==> config.mk <==
export PLATFORM = sky130hd
export DESIGN_NAME = sdram_ctrl_top
export DESIGN_NICKNAME = d
export VERILOG_FILES = /design/src/sdram_pkg.sv /design/src/read_return.sv /design/src/sdram_ctrl_top.sv /design/src/sdram_sequencer.sv /design/src/slot_arbiter.sv
export VERILOG_INCLUDE_DIRS = /design/src
export SDC_FILE = /design/constraint.sdc
export NUM_CORES = 1
export LEC_CHECK = 0
export ABC_AREA = 0
export BUFFER_PORTS_ARGS = -buffer_cell sky130_fd_sc_hd__buf_4
export CAP_MARGIN = 20
export CELL_PAD_IN_SITES_DETAIL_PLACEMENT = 0
export CELL_PAD_IN_SITES_GLOBAL_PLACEMENT = 1
export CORE_UTILIZATION = 39
export DETAILED_ROUTE_END_ITERATION = 6
export GPL_TIMING_DRIVEN = 0
export PLACE_DENSITY = 0.82
export SYNTH_ARGS = -nofsm -noshare
export SYNTH_HDL_FRONTEND = slang
export SYNTH_HIERARCHICAL = 1
export SYNTH_SLANG_ARGS = --single-unit
==> constraint.sdc <==
create_clock -name clk -period 3.15 [get_ports clk]
set_clock_uncertainty 0.15 [all_clocks]
set_input_delay 0.4725 -clock clk [delete_from_list [all_inputs] [get_ports clk]]
set_output_delay 0.4725 -clock clk [all_outputs]
set_load 0.01 [all_outputs]
==> src/sdram_params.svh <==
// timing and geometry macros for the two-slot sdram controller
// include in any module that needs a timing value
`ifndef SDRAM_PARAMS_SVH
`define SDRAM_PARAMS_SVH

`define SDRAM_MHZ 80                                  // sdram clock, sets refresh spacing
`define SDRAM_REFRESH_CYCLES (78 * `SDRAM_MHZ / 10)   // 64 ms / 8192 rows = 7.8 us
`define SDRAM_INIT_ROUNDS 32                          // rounds of wait plus init
`define SDRAM_ROUND_LEN 7                             // cycles per interleaved round

// reserved, single writes, std op, cl2, sequential, burst 1
`define SDRAM_MODE_WORD 13'b000_1_00_010_0_000

// command phases inside the round
`define SDRAM_PH_RAS0 3'd0
`define SDRAM_PH_CAS0 3'd3
`define SDRAM_PH_RAS1 3'd4
`define SDRAM_PH_CAS1 3'd6
// read data sits in sd_din here
`define SDRAM_PH_RET0 3'd0
`define SDRAM_PH_RET1 3'd3

`endif

==> src/sdram_pkg.sv <==
// shared types of the sdram controller
// referenced by scoped name from every design file
package sdram_pkg;

	typedef logic [15:0] word_t;   // data word
	typedef logic [22:0] waddr_t;  // word address a[23:1] inside a slot
	typedef logic [15:0] raddr_t;  // watched / toggle reader address
	typedef logic [1:0]  mask_t;   // byte select, 1 = byte used
	typedef logic [2:0]  phase_t;  // position in the round

	// {cs_n, ras_n, cas_n, we_n}
	typedef enum logic [3:0] {
		INHIBIT      = 4'b1111,
		NOP          = 4'b0111,
		ACTIVE       = 4'b0011,
		READ         = 4'b0101,
		WRITE        = 4'b0100,
		PRECHARGE    = 4'b0010,
		AUTO_REFRESH = 4'b0001,
		LOAD_MODE    = 4'b0000
	} sdram_cmd_t;

	typedef enum logic [2:0] {NONE, REQ, WATCH0, WATCH1, TOGGLE} client_t;
	typedef enum logic [1:0] {WAIT, INIT, RUN} seq_mode_t;

	typedef struct packed {
		logic   req;   // toggles for a new request
		logic   we;
		waddr_t a;
		mask_t  ds;
		word_t  d;
	} req_port_t;

	typedef struct packed {
		client_t owner;
		waddr_t  a;
		logic    we;
		logic    oe;   // read
		mask_t   ds;
		word_t   d;
	} slot_access_t;

	typedef struct packed {
		sdram_cmd_t  cmd;
		logic [12:0] a;
		logic [1:0]  ba;
		logic [1:0]  dqm;
	} sdram_pins_t;

endpackage

==> src/read_return.sv <==
// read data and ack return for one slot
// steers sd_din to the owning client on a capture pulse
`timescale 1ns/100ps

module read_return (
	input  logic                    clk,
	input  logic                    init_n,
	input  sdram_pkg::slot_access_t acc,
	input  logic                    cap,       // sd_din holds this slot's read word
	input  logic                    wdone,     // write just went out
	input  sdram_pkg::word_t        sd_din,
	input  logic                    port_req,  // accepted port toggle
	input  logic                    tog_req,   // accepted toggle reader toggle
	output sdram_pkg::word_t        port_q,
	output logic                    port_ack,
	output sdram_pkg::word_t        watch_q_0,
	output sdram_pkg::word_t        watch_q_1,
	output sdram_pkg::word_t        tog_q,
	output logic                    tog_ack
);

	// acks
	always_ff @(posedge clk or negedge init_n) begin
		if (!init_n) begin
			port_ack <= 1'b0;
			tog_ack  <= 1'b0;
		end else begin
			if (wdone && acc.owner == sdram_pkg::REQ)
				port_ack <= port_req;   // write done
			if (cap) begin
				case (acc.owner)
					sdram_pkg::REQ:    port_ack <= port_req;
					sdram_pkg::TOGGLE: tog_ack  <= tog_req;
					default: ;   // watched readers have no ack
				endcase
			end
		end
	end

	// data registers, same edge as the ack
	always_ff @(posedge clk) begin
		if (cap) begin
			case (acc.owner)
				sdram_pkg::REQ:    port_q    <= sd_din;
				sdram_pkg::WATCH0: watch_q_0 <= sd_din;
				sdram_pkg::WATCH1: watch_q_1 <= sd_din;
				sdram_pkg::TOGGLE: tog_q     <= sd_din;
				default: ;
			endcase
		end
	end

endmodule

==> src/sdram_ctrl_top.sv <==
// two-slot sdram controller top, slot 0 on banks 0/1 and slot 1 on banks 2/3
// the dq bus stays split in dq_out / dq_oe / dq_in
`timescale 1ns/100ps

module sdram_ctrl_top (
	input  logic                   clk,
	input  logic                   init_n,
	// slot 0 clients
	input  sdram_pkg::req_port_t   port_in_0,
	output logic                   port_ack_0,
	output sdram_pkg::word_t       port_q_0,
	input  sdram_pkg::raddr_t      watch_addr_0_0,
	input  sdram_pkg::raddr_t      watch_addr_0_1,
	output sdram_pkg::word_t       watch_q_0_0,
	output sdram_pkg::word_t       watch_q_0_1,
	input  logic                   tog_req_0,
	input  sdram_pkg::raddr_t      tog_addr_0,
	output logic                   tog_ack_0,
	output sdram_pkg::word_t       tog_q_0,
	// slot 1 clients
	input  sdram_pkg::req_port_t   port_in_1,
	output logic                   port_ack_1,
	output sdram_pkg::word_t       port_q_1,
	input  sdram_pkg::raddr_t      watch_addr_1_0,
	input  sdram_pkg::raddr_t      watch_addr_1_1,
	output sdram_pkg::word_t       watch_q_1_0,
	output sdram_pkg::word_t       watch_q_1_1,
	input  logic                   tog_req_1,
	input  sdram_pkg::raddr_t      tog_addr_1,
	output logic                   tog_ack_1,
	output sdram_pkg::word_t       tog_q_1,
	// chip side
	output sdram_pkg::sdram_pins_t pins,
	output sdram_pkg::word_t       dq_out,
	output logic                   dq_oe,
	input  sdram_pkg::word_t       dq_in,
	output logic                   ready
);

	sdram_pkg::slot_access_t next0, next1, acc0, acc1;
	sdram_pkg::word_t        sd_din;
	logic take0, take1, hold_off0, cap0, cap1, wdone0, wdone1;
	logic port_seen_0, port_seen_1, tog_seen_0, tog_seen_1;

	slot_arbiter u_arb0 (
		.clk, .init_n, .port_in(port_in_0), .port_ack(port_ack_0),
		.watch_addr_0(watch_addr_0_0), .watch_addr_1(watch_addr_0_1),
		.tog_req(tog_req_0), .tog_ack(tog_ack_0), .tog_addr(tog_addr_0),
		.take(take0), .hold_off(hold_off0), .next(next0),
		.port_seen(port_seen_0), .tog_seen(tog_seen_0)
	);

	slot_arbiter u_arb1 (
		.clk, .init_n, .port_in(port_in_1), .port_ack(port_ack_1),
		.watch_addr_0(watch_addr_1_0), .watch_addr_1(watch_addr_1_1),
		.tog_req(tog_req_1), .tog_ack(tog_ack_1), .tog_addr(tog_addr_1),
		.take(take1), .hold_off(1'b0), .next(next1),   // refresh rides on slot 1 idle
		.port_seen(port_seen_1), .tog_seen(tog_seen_1)
	);

	sdram_sequencer u_seq (
		.clk, .init_n, .next0, .next1, .dq_in, .take0, .take1, .hold_off0,
		.pins, .dq_out, .dq_oe, .acc0, .acc1, .cap0, .cap1, .wdone0, .wdone1,
		.sd_din, .ready
	);

	read_return u_ret0 (
		.clk, .init_n, .acc(acc0), .cap(cap0), .wdone(wdone0), .sd_din,
		.port_req(port_seen_0), .tog_req(tog_seen_0),
		.port_q(port_q_0), .port_ack(port_ack_0),
		.watch_q_0(watch_q_0_0), .watch_q_1(watch_q_0_1),
		.tog_q(tog_q_0), .tog_ack(tog_ack_0)
	);

	read_return u_ret1 (
		.clk, .init_n, .acc(acc1), .cap(cap1), .wdone(wdone1), .sd_din,
		.port_req(port_seen_1), .tog_req(tog_seen_1),
		.port_q(port_q_1), .port_ack(port_ack_1),
		.watch_q_0(watch_q_1_0), .watch_q_1(watch_q_1_1),
		.tog_q(tog_q_1), .tog_ack(tog_ack_1)
	);

endmodule

==> src/sdram_sequencer.sv <==
// round counter, init sequence, refresh and command issue for both slots
// drives the chip pins, hands the latched accesses to the return units
`timescale 1ns/100ps
`include "sdram_params.svh"

module sdram_sequencer (
	input  logic                    clk,
	input  logic                    init_n,
	input  sdram_pkg::slot_access_t next0,
	input  sdram_pkg::slot_access_t next1,
	input  sdram_pkg::word_t        dq_in,
	output logic                    take0,
	output logic                    take1,
	output logic                    hold_off0,   // blocks slot 0 after a refresh
	output sdram_pkg::sdram_pins_t  pins,
	output sdram_pkg::word_t        dq_out,
	output logic                    dq_oe,
	output sdram_pkg::slot_access_t acc0,
	output sdram_pkg::slot_access_t acc1,
	output logic                    cap0,
	output logic                    cap1,
	output logic                    wdone0,
	output logic                    wdone1,
	output sdram_pkg::word_t        sd_din,
	output logic                    ready
);

	// init countdown values where commands go out
	localparam logic [5:0] CNT_PRE   = 6'd15;
	localparam logic [5:0] CNT_REF_A = 6'd10;
	localparam logic [5:0] CNT_REF_B = 6'd8;
	localparam logic [5:0] CNT_LMR   = 6'd2;
	localparam sdram_pkg::phase_t PH_LAST = sdram_pkg::phase_t'(`SDRAM_ROUND_LEN - 1);

	sdram_pkg::phase_t    phase;
	sdram_pkg::seq_mode_t mode;
	logic [5:0]           init_cnt;   // rounds left
	logic [10:0]          rcnt;       // cycles since last refresh
	logic                 refresh;
	logic                 need_refresh;

	// ACTIVE for a slot, bank = slot bit and a[23]
	function automatic sdram_pkg::sdram_pins_t act_pins(input logic slot,
			input sdram_pkg::slot_access_t acc);
		sdram_pkg::sdram_pins_t p;
		p.cmd = sdram_pkg::ACTIVE;
		p.a   = acc.a[21:9];            // row a[22:10]
		p.ba  = {slot, acc.a[22]};
		p.dqm = 2'b11;
		return p;
	endfunction

	// READ / WRITE with auto precharge
	function automatic sdram_pkg::sdram_pins_t cas_pins(input logic slot,
			input sdram_pkg::slot_access_t acc);
		sdram_pkg::sdram_pins_t p;
		p.cmd = acc.we ? sdram_pkg::WRITE : sdram_pkg::READ;
		p.a   = {4'b0010, acc.a[8:0]};  // a10 set, column a[9:1]
		p.ba  = {slot, acc.a[22]};
		p.dqm = ~acc.ds;
		return p;
	endfunction

	assign ready        = mode == sdram_pkg::RUN;
	assign take0        = ready && (phase == `SDRAM_PH_RAS0);
	assign take1        = ready && (phase == `SDRAM_PH_RAS1);
	assign hold_off0    = refresh;
	assign need_refresh = rcnt >= 11'(`SDRAM_REFRESH_CYCLES);
	assign cap0         = (phase == `SDRAM_PH_RET0) && acc0.oe;   // acc only set in RUN
	assign cap1         = (phase == `SDRAM_PH_RET1) && acc1.oe;

	// ------------------------------------------------------------
	// round counter and init countdown
	always_ff @(posedge clk or negedge init_n) begin
		if (!init_n) begin
			phase    <= '0;
			init_cnt <= 6'(`SDRAM_INIT_ROUNDS - 1);
			mode     <= sdram_pkg::WAIT;
		end else begin
			phase <= (phase == PH_LAST) ? '0 : phase + 3'd1;
			if (phase == PH_LAST && init_cnt != '0) begin
				init_cnt <= init_cnt - 6'd1;
				if (init_cnt == 6'd1)
					mode <= sdram_pkg::RUN;
				else if (init_cnt == CNT_PRE + 6'd1)
					mode <= sdram_pkg::INIT;   // precharge round is next
			end
		end
	end

	// ------------------------------------------------------------
	// command issue
	always_ff @(posedge clk or negedge init_n) begin
		if (!init_n) begin
			pins    <= '{cmd: sdram_pkg::NOP, a: '0, ba: '0, dqm: 2'b11};
			dq_oe   <= 1'b0;
			acc0    <= '0;
			acc1    <= '0;
			refresh <= 1'b0;
			rcnt    <= '0;
			wdone0  <= 1'b0;
			wdone1  <= 1'b0;
		end else begin
			pins.cmd <= sdram_pkg::NOP;   // idle by default
			pins.dqm <= 2'b11;
			dq_oe    <= 1'b0;
			wdone0   <= 1'b0;
			wdone1   <= 1'b0;
			if (ready && rcnt != '1)
				rcnt <= rcnt + 11'd1;   // saturates

			if (mode == sdram_pkg::INIT && phase == `SDRAM_PH_RAS0) begin
				case (init_cnt)
					CNT_PRE: begin
						pins.cmd   <= sdram_pkg::PRECHARGE;
						pins.a[10] <= 1'b1;   // all banks
					end
					CNT_REF_A, CNT_REF_B: pins.cmd <= sdram_pkg::AUTO_REFRESH;
					CNT_LMR: begin
						pins.cmd <= sdram_pkg::LOAD_MODE;
						pins.a   <= `SDRAM_MODE_WORD;
						pins.ba  <= 2'b00;
					end
					default: ;
				endcase
			end

			// slot 0, banks 0 and 1
			if (take0) begin
				acc0 <= next0;
				if (next0.owner != sdram_pkg::NONE)
					pins <= act_pins(1'b0, next0);
			end
			if (phase == `SDRAM_PH_CAS0 && (acc0.we || acc0.oe)) begin
				pins   <= cas_pins(1'b0, acc0);
				dq_oe  <= acc0.we;
				wdone0 <= acc0.we;   // high while WRITE is on the pins
			end

			// slot 1, banks 2 and 3, refresh takes its idle ras slot
			if (take1) begin
				acc1    <= next1;
				refresh <= 1'b0;
				if (next1.owner != sdram_pkg::NONE) begin
					pins <= act_pins(1'b1, next1);
				end else if (need_refresh && !(acc0.we || acc0.oe)) begin
					pins.cmd <= sdram_pkg::AUTO_REFRESH;
					refresh  <= 1'b1;
					rcnt     <= '0;
				end
			end
			if (phase == `SDRAM_PH_CAS1 && (acc1.we || acc1.oe)) begin
				pins   <= cas_pins(1'b1, acc1);
				dq_oe  <= acc1.we;
				wdone1 <= acc1.we;
			end
		end
	end

	// data path
	always_ff @(posedge clk) begin
		sd_din <= dq_in;   // sampled every cycle
		if (phase == `SDRAM_PH_CAS0 && acc0.we)
			dq_out <= acc0.d;
		else if (phase == `SDRAM_PH_CAS1 && acc1.we)
			dq_out <= acc1.d;
	end

endmodule

==> src/slot_arbiter.sv <==
// client selection for one slot of the controller
// presents the next access, updates its request state when the sequencer takes it
`timescale 1ns/100ps

module slot_arbiter (
	input  logic                    clk,
	input  logic                    init_n,
	input  sdram_pkg::req_port_t    port_in,
	input  logic                    port_ack,
	input  sdram_pkg::raddr_t       watch_addr_0,
	input  sdram_pkg::raddr_t       watch_addr_1,
	input  logic                    tog_req,
	input  logic                    tog_ack,
	input  sdram_pkg::raddr_t       tog_addr,
	input  logic                    take,       // ras phase of this slot
	input  logic                    hold_off,   // refresh under way
	output sdram_pkg::slot_access_t next,
	output logic                    port_seen,  // last accepted port req
	output logic                    tog_seen    // last accepted toggle req
);

	sdram_pkg::raddr_t last_0;   // address of last watch 0 read
	sdram_pkg::raddr_t last_1;
	logic              port_pend;
	logic              tog_pend;
	logic              w0_chg;
	logic              w1_chg;

	// reader address into its region, upper bits zero
	function automatic sdram_pkg::waddr_t region_addr(input logic [1:0] region,
			input sdram_pkg::raddr_t ra);
		return {5'd0, region, ra};
	endfunction

	// new toggle only once the previous one is acked
	assign port_pend = (port_in.req != port_seen) && (port_ack == port_seen);
	assign tog_pend  = (tog_req != tog_seen) && (tog_ack == tog_seen);
	assign w0_chg    = watch_addr_0 != last_0;
	assign w1_chg    = watch_addr_1 != last_1;

	// ------------------------------------------------------------
	// priority: port, watch 0, watch 1, toggle
	always_comb begin
		next = '0;   // owner NONE, no access
		if (hold_off) begin
			next.owner = sdram_pkg::NONE;
		end else if (port_pend) begin
			next.owner = sdram_pkg::REQ;
			next.a     = port_in.a;
			next.we    = port_in.we;
			next.oe    = !port_in.we;
			next.ds    = port_in.ds;
			next.d     = port_in.d;
		end else if (w0_chg) begin
			next.owner = sdram_pkg::WATCH0;
			next.a     = region_addr(2'b00, watch_addr_0);
			next.oe    = 1'b1;
			next.ds    = 2'b11;   // full word
		end else if (w1_chg) begin
			next.owner = sdram_pkg::WATCH1;
			next.a     = region_addr(2'b10, watch_addr_1);
			next.oe    = 1'b1;
			next.ds    = 2'b11;
		end else if (tog_pend) begin
			next.owner = sdram_pkg::TOGGLE;
			next.a     = region_addr(2'b01, tog_addr);
			next.oe    = 1'b1;
			next.ds    = 2'b11;
		end
	end

	// ------------------------------------------------------------
	// record the grant
	always_ff @(posedge clk or negedge init_n) begin
		if (!init_n) begin
			last_0    <= '0;   // address 0 counts as already read
			last_1    <= '0;
			port_seen <= 1'b0;
			tog_seen  <= 1'b0;
		end else if (take) begin
			case (next.owner)
				sdram_pkg::REQ:    port_seen <= port_in.req;
				sdram_pkg::WATCH0: last_0    <= watch_addr_0;
				sdram_pkg::WATCH1: last_1    <= watch_addr_1;
				sdram_pkg::TOGGLE: tog_seen  <= tog_req;
				default: ;
			endcase
		end
	end

endmodule

; Word level (Yosys, flattened, before mapping)
; Index checks and enable logic that the tools add are counted.
[totals]
regBits = 371
out_inout_bits = 171
wordCells = 196
[classes]
addsub = 3
n_lt_le_gt_ge = 1
n_eq_ne = 40
n_mux = 57
n_bitwise = 2
reduce_logical = 47
[ops]
columns = operator, n
row1 = $mux 26, 8
row2 = $mux 21, 5
row3 = $mux 16, 4
row4 = $ne 16x16->1, 4
row5 = $mux 11, 4
row6 = $mux 43, 1
row7 = $reduce_and 2->1, 17
row8 = $mux 3, 10
row9 = $eq 3x2->1 const B, 9
row10 = $mux 19, 1
row11 = $eq 3x3->1 const B, 6
row12 = $eq 6x4->1 const B, 3
row13 = $logic_and 1x1->1, 18
row14 = $mux 17, 1
row15 = $mux 1, 15
row16 = $eq 3x1->1 const B, 4
row17 = $mux 12, 1
row18 = $add 11x1->11 const B, 1
row19 = $ge 11x10->1 const B, 1
row20 = $ne 11x11->1 const B, 1
row21 = $pmux 3 s3, 1
row22 = $mux 4, 2
row23 = $eq 6x1->1 const B, 1
row24 = $eq 6x2->1 const B, 1
row25 = other kinds (17), 31

; Depth between registers and ports, before layout
; Gate-level depths: netlist of the first run.
[logic_depth]
depth_word = 15
mapped_depth = 13
ltp_nobuf = 9

; By module
; Netlist of the first run, hierarchy kept.
[by_module_without_submodules]
columns = mod, instances, cells_each, area_each_um2
row1 = sdram_sequencer, 1, 619, 6945.4
row2 = slot_arbiter, 2, 284, 2582.5
row3 = read_return, 2, 74, 2065.7
row4 = sdram_ctrl_top, 1, 1, 3.8

; Least setup slack after synthesis of the first run
; OpenSTA, ideal clock, no wires.
[synth_path]
path_type = input to register
start = input watch_addr_1_0[14]
end = register, netlist name u_seq/pins[11]
setup_ns = 0.132
arrival_ns = 2.923
required_ns = 2.868
setup_slack_ns = -0.055
path_stages = 12
path_buffers = 3
path_cell_list = xnor2_1 nand4_1 or4_1 buf_2 nor2_1 nor2_1 or3_1 clkbuf_1 a32o_1 clkbuf_1 a221oi_1 a21oi_1
[synth_lines]
columns = element, line
row1 = start: declaration, sdram_ctrl_top.sv:24  ; input sdram_pkg::raddr_t watch_addr_1_0,

==> flow_results.org, run 1 <==
** Setup path
- Slack of the worst reg-to-reg path :: -0.11 ns
- End of the worst register-to-register path :: u_seq/pins[6]
- In this design, the stage delay of the slowest critical-path cell is between 0.5 and 0.6 ns.
- Element type at the critical path start :: flop
- The most numerous cell type found on the critical path is sky130_fd_sc_hd__nor2_4.
- FF-to-FF Start :: u_arb1/last_0[2]
- The number of buffers and inverters on the critical path is 1.
- Crit path capture type :: flop
- Worst r2r path cells :: 10
- By startpoint and endpoint, the worst setup path is classified as flop to flop.
- CP arrival :: 3.54 ns
- The slowest stage of the critical path belongs to the cell sky130_fd_sc_hd__or4_4.
- STA puts the critical path data required time at approximately 3.4 ns.
- Along the worst path, the maximum fanout reaches 5.
- In this design, the largest share of critical-path delay is due to simple AND/OR/NAND/NOR gates.
- Critical Path, Cell by Cell :: xnor2_2 -> nand4_1 -> or4_4 -> nor2_4 -> nor2_4 -> or3_4 -> a32o_2 -> clkbuf_16 -> a221oi_4 -> a21oi_1

** Timing
- Final worst-path setup slack :: -0.105 ns
- Measured against its own limit, the worst slew margin works out to 32.9%.
- FMAX :: 0.307 GHz
- For the finished layout, the period the worst path requires is roughly 3.3 ns.
- Count of endpoints failing setup in the final report :: 11
- The max-slew violation count was 0.
- For the pin with the worst max-slew slack, the measured transition is 1.01 ns.
- Setup repair after global routing could not meet its margin everywhere.
- Of the available clock period, the critical path in the final layout requires 103%.
- The count of endpoints failing hold in the final timing report is 0.

** Clock network
- Worst-skew pair later-pin latency :: 0.56 ns
- Clock tree root buffer cell :: sky130_fd_sc_hd__clkbuf_16
- Clock input transition at the sequential cells of the worst setup and hold paths :: 0.06 ns
- The H-tree was split into 2 levels.
- Clock tree from TritonCTS :: done
- Clock buffers created by TritonCTS :: 39
- Number of buffers on the longest clock path :: 3
- Sink Count :: 344

** Die
- The die is 200 um wide.
- I/O pins :: 373
- Initial Utilization :: between 30% and 40%
- In this run the core area contains 72 standard-cell rows.
- The floorplan step defined a die boundary enclosing 40000 um^2.
- Measured along the y axis, the die boundary spans 200 um.
- After floorplanning, the core was sized to cover 38600 um^2.

** Drt
- The final route contains 11800 vias.
- For this block, the routed nets add up to ~46 mm of wire.
- Total DRC errors in the routed layout :: 0
- Before antenna repair, the detailed router went through 5 iterations.
- Final ANT Viol Nets :: 0
- Drt initial violations :: 908
- Dividing the detail-routed via count by the number of cells gives about 5.2.
- After detailed routing, the average wire length per cell comes to 20.2 um.

** Layout
- Final nets :: 1942
- Compared with the post-synthesis result, the final layout area differs by 39.0%.
- Most common cell after layout, fill and taps aside :: sky130_fd_sc_hd__buf_4
- Largest registers :: u_seq/acc0 (33), u_seq/acc1 (33), u_seq/pins (20)
- Most used cells in the layout excluding fill and tap cells :: sky130_fd_sc_hd__buf_4, sky130_fd_sc_hd__dfrtp_1, sky130_fd_sc_hd__nand2_1
- 0 antenna diodes ended up in the layout.
- Proportion of layout cells with a drive suffix above 1 :: 39.9%
- Measured on the finished design, the core utilization comes to 55.1%.

** Hold path
- Worst Hold Launch :: watch_addr_1_0[11]
- In this run the worst hold path is classified as input port to flop.
- Counting instances, the worst hold path has a depth of 2.
- The worst hold path terminates at u_arb1/last_0[11].

** Power and ir drop
- Largest voltage drop on the vdd net :: 0.422 mV
- Static leakage :: 9.06 nW
- In this run the power density over the cells is 472 nW/um^2.

** GRT
- Tot GR Track Use :: 22.7%
- The number of global-route vias before repair was about 12000.
- Overflow after GRT :: 0
- The first global-routing pass estimated 69.6 mm of wire.
- Largest net degree at the start of global routing :: 96
- Initial antenna violation count :: 0

** Yosys
- In the synthesized netlist, the number of instances is 1256.
- The Yosys step of the flow raised 6 warnings.
- Synthesis produced a netlist with a net count of 1466.
- Post-Syn Area :: 15300 um^2
- Avg Synthesized Cell Area :: 12.2 um^2

** Placement
- Worst setup slack after placement :: -1.31 ns
- Port buffering added 371 buffers.
- Placer's final routability congestion estimate :: 0.904
- Half-perimeter wire length after placement :: around 33 mm

** Flow run
- The tool flagged a number of max-cap violations equal to 0.

** Outcome
- Violations in the final reports :: negative setup slack
- The run finished, with violations left.
what timing repair did:
item	4_1_cts	5_1_grt
endpoints found under the setup margin	79	93
hold endpoints to repair	110	0
pin swaps	22	28
gates resized for setup	83	35
buffers inserted	20	15
hold buffers	27	0
gates cloned	2	0
metrics by stage:
step	instance area [um^2]	hold WS, ns	std cells	power [mW]	setup TNS, ns
after global routing	21300	0.0181	2281	10.4	-1.63
after CTS	21100	0.0000424	2268	10.2	-0.131
after detailed placement	18800	0.310	2148	5.32	-38.65
after floorplan	15300	0.0269	1256	4.95	0
after global placement	18700	0.304	2145	5.30	-73.45
final	21300	0.0301	2281	10.0	-0.710
layer usage:
metal	vias to the layer above	part of all wire [%]	track usage, %
met5	-	0	0
met4	0	2.4	7.69
met3	63	5.9	3.64
met2	474	48	37.1
met1	5783	44	30.7
li1	5490	-	-
report_power, final:
group / total (mW) / switching, mW / internal [mW]
Clock: 4.74 / 1.87 / 2.87
Sequential: 4.72 / 0.0311 / 4.69
Combinational: 0.576 / 0.283 / 0.294
worst reg2reg max path, delay by kind of cell (launching register included):
family	cells	cell delay [ns]
DFF	1	0.41
AOI/OAI and AO/OA	3	0.70
and+or+nand+nor	5	1.43
buffers and inverters	1	0.19
xor gates and xnor gates	1	0.26
cell type report:
class,count,area (um^2)
inverter,20,75.1
fill,3249,17400
multi-input combinational,821,6100
sequential,344,9260
timing repair buffer,438,3440
buffer,68,413
tap,518,648
clock buffer,50,1050
clock inverter,22,300
worst max-delay path by stage:
stage,slack (ns),end,depth (start not counted),start
after CTS,-0.03,u_seq/pins[6],11,u_arb1/last_0[2]
after global routing,-0.16,u_seq/pins[6],10,u_arb1/last_0[2]
after floorplan,0.003,u_seq/pins[11],12,watch_addr_1_0[14]
after detailed placement,-1.31,u_seq/pins[8],14,watch_addr_1_0[2]
after global placement,-1.80,u_ret1/watch_q_0[11],4,u_seq/phase[0]
final,-0.11,u_seq/pins[6],10,u_arb1/last_0[2]
No activity file was read; power rests on OpenSTA's default activity.
==> run 2, diff against run 1 <==
--- a/config.mk
+++ b/config.mk
@@ -11,10 +11,11 @@
 export CAP_MARGIN = 20
 export CELL_PAD_IN_SITES_DETAIL_PLACEMENT = 0
 export CELL_PAD_IN_SITES_GLOBAL_PLACEMENT = 1
-export CORE_UTILIZATION = 39
+export CORE_MARGIN = 3
+export CORE_UTILIZATION = 30
 export DETAILED_ROUTE_END_ITERATION = 6
 export GPL_TIMING_DRIVEN = 0
-export PLACE_DENSITY = 0.82
+export PLACE_DENSITY = 0.64
 export SYNTH_ARGS = -nofsm -noshare
 export SYNTH_HDL_FRONTEND = slang
 export SYNTH_HIERARCHICAL = 1
==> constraint.sdc (replaced) <==
create_clock -name clk -period 3.1 [get_ports clk]
set_clock_uncertainty 0.15 [all_clocks]
set_input_delay 0.465 -clock clk [delete_from_list [all_inputs] [get_ports clk]]
set_output_delay 0.465 -clock clk [all_outputs]
set_load 0.01 [all_outputs]
==> run 2 against run 1 <==
  * The flow still finishes with violations (negative setup slack)
  * Critical path type unchanged
  * Critical path depth rose by 1
  * Clock-buffer cell count is 8 higher
  * Non-clock buffer count is 45 higher
  * Combinational power up 11%
  * Total power rose by 4.3%
  * Maximum frequency is 4.0% higher
  * Sequential power rose by 2%
  * Hold slack gained 0.0060 ns
==> flow_results.org, run 2 (synthesized netlist as in run 1, its figures left out) <==
** Timing
- The count of endpoints failing hold in the final timing report was 0 (unchanged).
- The worst hold-check slack was 0.0360 ns (was 0.0301 ns).
- FMAX :: 0.320 GHz (was 0.307 GHz)
- Count of endpoints failing setup in the final report :: 3 (was 11)
- The time the worst path needs with I/O delays and setup came to 3.13 ns (was 3.26 ns).
- The transition time of the tightest slew-check pin was 1.07 ns (was 1.01 ns).
- The tightest slew margin relative to the limit was 28.7% (was 32.9%).
- Period Utilization, post-route :: 101% (was 103%)
- Setup repair after global routing missed its margin :: yes (unchanged)
- The final critical-path setup slack was -0.0294 ns (was -0.105 ns).
- Number of pins exceeding their max-slew limit in the final report :: 0 (unchanged)

** Outcome
- Result of the run: finished with violations (unchanged).
- Violations in the final reports: negative setup slack (unchanged).

** Setup path
- Biggest fanout along the worst timing path :: 10 (was 5)
- FF-to-FF Start :: u_arb1/last_1[11] (was u_arb1/last_0[2])
- The setup slack of the most critical reg-to-reg path is -0.03 ns (was -0.11 ns).
- The arrival time at the worst endpoint is 3.42 ns (was 3.54 ns).
- The endpoint type of the worst setup path is a flop (unchanged).
- Required @ worst endpoint :: 3.39 ns (was 3.43 ns)
- The reg-to-reg endpoint is u_seq/pins[8] (was u_seq/pins[6]).
- The type of the setup path with the least slack is flop to flop (unchanged).
- The length in cells of the worst reg-to-reg path came to 11 (was 10).
- The launching element type of the critical path is a flop (unchanged).
- The origin of the worst setup path is u_arb1/last_1[11] (was u_arb1/last_0[2]).

** Layout
- Most used cells in the layout excluding fill and tap cells: sky130_fd_sc_hd__buf_4, sky130_fd_sc_hd__dfrtp_1, sky130_fd_sc_hd__nand2_1 (unchanged).
- The post-synthesis to final-layout area growth came to 44.2% (was 39.0%).
- The fraction of final layout cells sized beyond drive strength 1 is 40.5% (was 39.9%).
- Largest registers: u_seq/acc0 (33), u_seq/acc1 (33), u_seq/pins (20) (unchanged).
- Utilization after layout :: 43.9% (was 55.1%)
- The final standard cell area without fillers came to 22100 um^2 (was 21300 um^2).
- The number of nets in the layout was 1989 (was 1942).
- The leading cell type in the layout, fill and taps excluded was sky130_fd_sc_hd__buf_4 (unchanged).

** Power and ir drop
- The maximum resistive drop on vdd was 0.376 mV (was 0.422 mV).
- Power per cell area :: 475 nW/um^2 (was 472 nW/um^2)
- The leakage dissipation was 9.30 nW (was 9.06 nW).

** Placement
- The placer congestion estimate came to 0.834 (was 0.904).
- The number of buffer cells added on primary ports is 371 (unchanged).
- Cell area after placement :: 19000 um^2 (was 18800 um^2)
- Half-perimeter wire length after placement :: 37.1 mm (was 33.0 mm)

** Drt
- The total wirelength of the detailed-routed design is 50.9 mm (was 46.0 mm).
- The number of design rule violations left after detail routing was 0 (unchanged).
- The iteration-0 DRC count of the detailed router is 636 (was 908).
- The number of vias in the routed layout is 11800 (about the same).
- Final ANT Viol Nets :: 0 (unchanged)
- The number of detailed-route iterations in the first pass was 5 (unchanged).
- WL/cell :: 20.5 um (was 20.2 um)
- The detailed-route vias per instance is 4.77 (was 5.18).

** Hold path
- Worst Hold Launch :: watch_addr_1_0[13] (was watch_addr_1_0[11])
- The worst-case hold path end point is u_arb1/last_0[13] (was u_arb1/last_0[11]).
- The class of the worst hold path was input port to flop (unchanged).
- The instance count along the most critical hold path came to 2 (unchanged).

** GRT
- The overflow left after global routing came to 0 (unchanged).
- Largest net degree at the start of global routing :: 95 (was 96)
- The number of antenna violations at the first check in global routing came to 1 (was 0).
- Vias in the first global route :: 12300 (was 11800)
- Wire length of the first global-routing pass :: 75.8 mm (was 69.6 mm)
- Tot GR Track Use :: 18.5% (was 22.7%)

** Clock network
- Clock buffers created by TritonCTS :: 41 (was 39)
- The TritonCTS clock tree was done (unchanged).
- The TritonCTS sink count is 344 (unchanged).
- The cell chosen for the clock root is sky130_fd_sc_hd__clkbuf_16 (unchanged).
- Number of buffers on the longest clock path :: 3 (unchanged)
- The maximum level of the CTS H-tree came to 2 (unchanged).
- The clock latency reported for the late side of the worst-skew pair is 0.57 ns (was 0.56 ns).
- The clock-pin slew of the registers on the worst-case setup and hold paths came to 0.06 ns (about the same).

** Die
- Die width :: 232 um (was 200 um)
- CORE AREA :: 50300 um^2 (was 38600 um^2)
- Initial Utilization :: 30.4% (was 39.6%)
- The standard-cell row count was 82 (was 72).
- Height of the die :: 232 um (was 200 um)
- The number of primary I/O pins is 373 (unchanged).
- The overall die area was 53800 um^2 (was 40000 um^2).

** Flow run
- The count of maximum capacitance violations was 0 (unchanged).
[run 2: power breakdown]
part	internal, mW	switching (mW)	leakage (nW)
combinational	0.335	0.303	4.96
clock	3.04	2.00	0.703
sequential	4.77	0.0318	3.64
total	8.14	2.33	9.30
[run 2: worst max-delay path by stage]
stage / end / slack, ns
after detailed placement: u_seq/pins[19] / -1.31
final: u_seq/pins[8] / -0.03
after global routing: u_seq/pins[12] / -0.13
after CTS: u_seq/pins[19] / -0.08
after floorplan: u_ret1/watch_q_0[0] / 0.009
after global placement: u_ret1/watch_q_0[4] / -1.87
[run 2: critical path, stage by stage, from the launching register on]
cell                        delay [ns]
sky130_fd_sc_hd__dfrtp_1          0.39
sky130_fd_sc_hd__xor2_1           0.17
sky130_fd_sc_hd__nor4_2           0.37
sky130_fd_sc_hd__nand4_1          0.17
sky130_fd_sc_hd__buf_4            0.22
sky130_fd_sc_hd__nor2_4           0.17
sky130_fd_sc_hd__nor2_4           0.05
sky130_fd_sc_hd__or3_4            0.43
sky130_fd_sc_hd__a32o_2           0.36
sky130_fd_sc_hd__clkbuf_16        0.19
sky130_fd_sc_hd__a221oi_4         0.25
sky130_fd_sc_hd__a21oi_2          0.09
[run 2: what timing repair did]
action                                  CTS  global route
setup buffers                            23            17
gates cloned                              1             0
endpoints found under the setup margin   99            94
pin swaps                                27            32
hold endpoints to repair                152             0
resized for setup                        79            78
hold buffers                             68             0
[run 2: layout make-up]
class,count,area [um^2]
Clock buffer,58,1190
Inverter,20,75.1
Tap cell,672,841
Sequential cell,344,9260
Fill cell,4791,28200
Clock inverter,18,248
Multi-Input combinational cell,821,6190
Timing Repair Buffer,482,3840
Buffer,69,419
Antenna cell,1,2.50
[run 2: through the flow]
step	std cells	worst slack, ns	total power, mW	setup TNS (ns)
4_1_cts	2469	-0.0813	10.6	-2.58
3_3_place_gp	2299	-1.87	5.41	-89.26
5_1_grt	2484	-0.132	10.9	-2.12
3_5_place_dp	2302	-1.31	5.42	-45.59
6_report	2485	-0.0294	10.5	-0.0597
2_1_floorplan	1256	0.00915	5.03	0
[run 2: layer usage]
layer,up-vias,global-route usage (%),part of all wire [%]
met5,-,0,0
met4,0,5.87,2.4
met3,71,3.75,5.6
met2,344,30.5,48
met1,5851,24.4,44
li1,5579,-,-
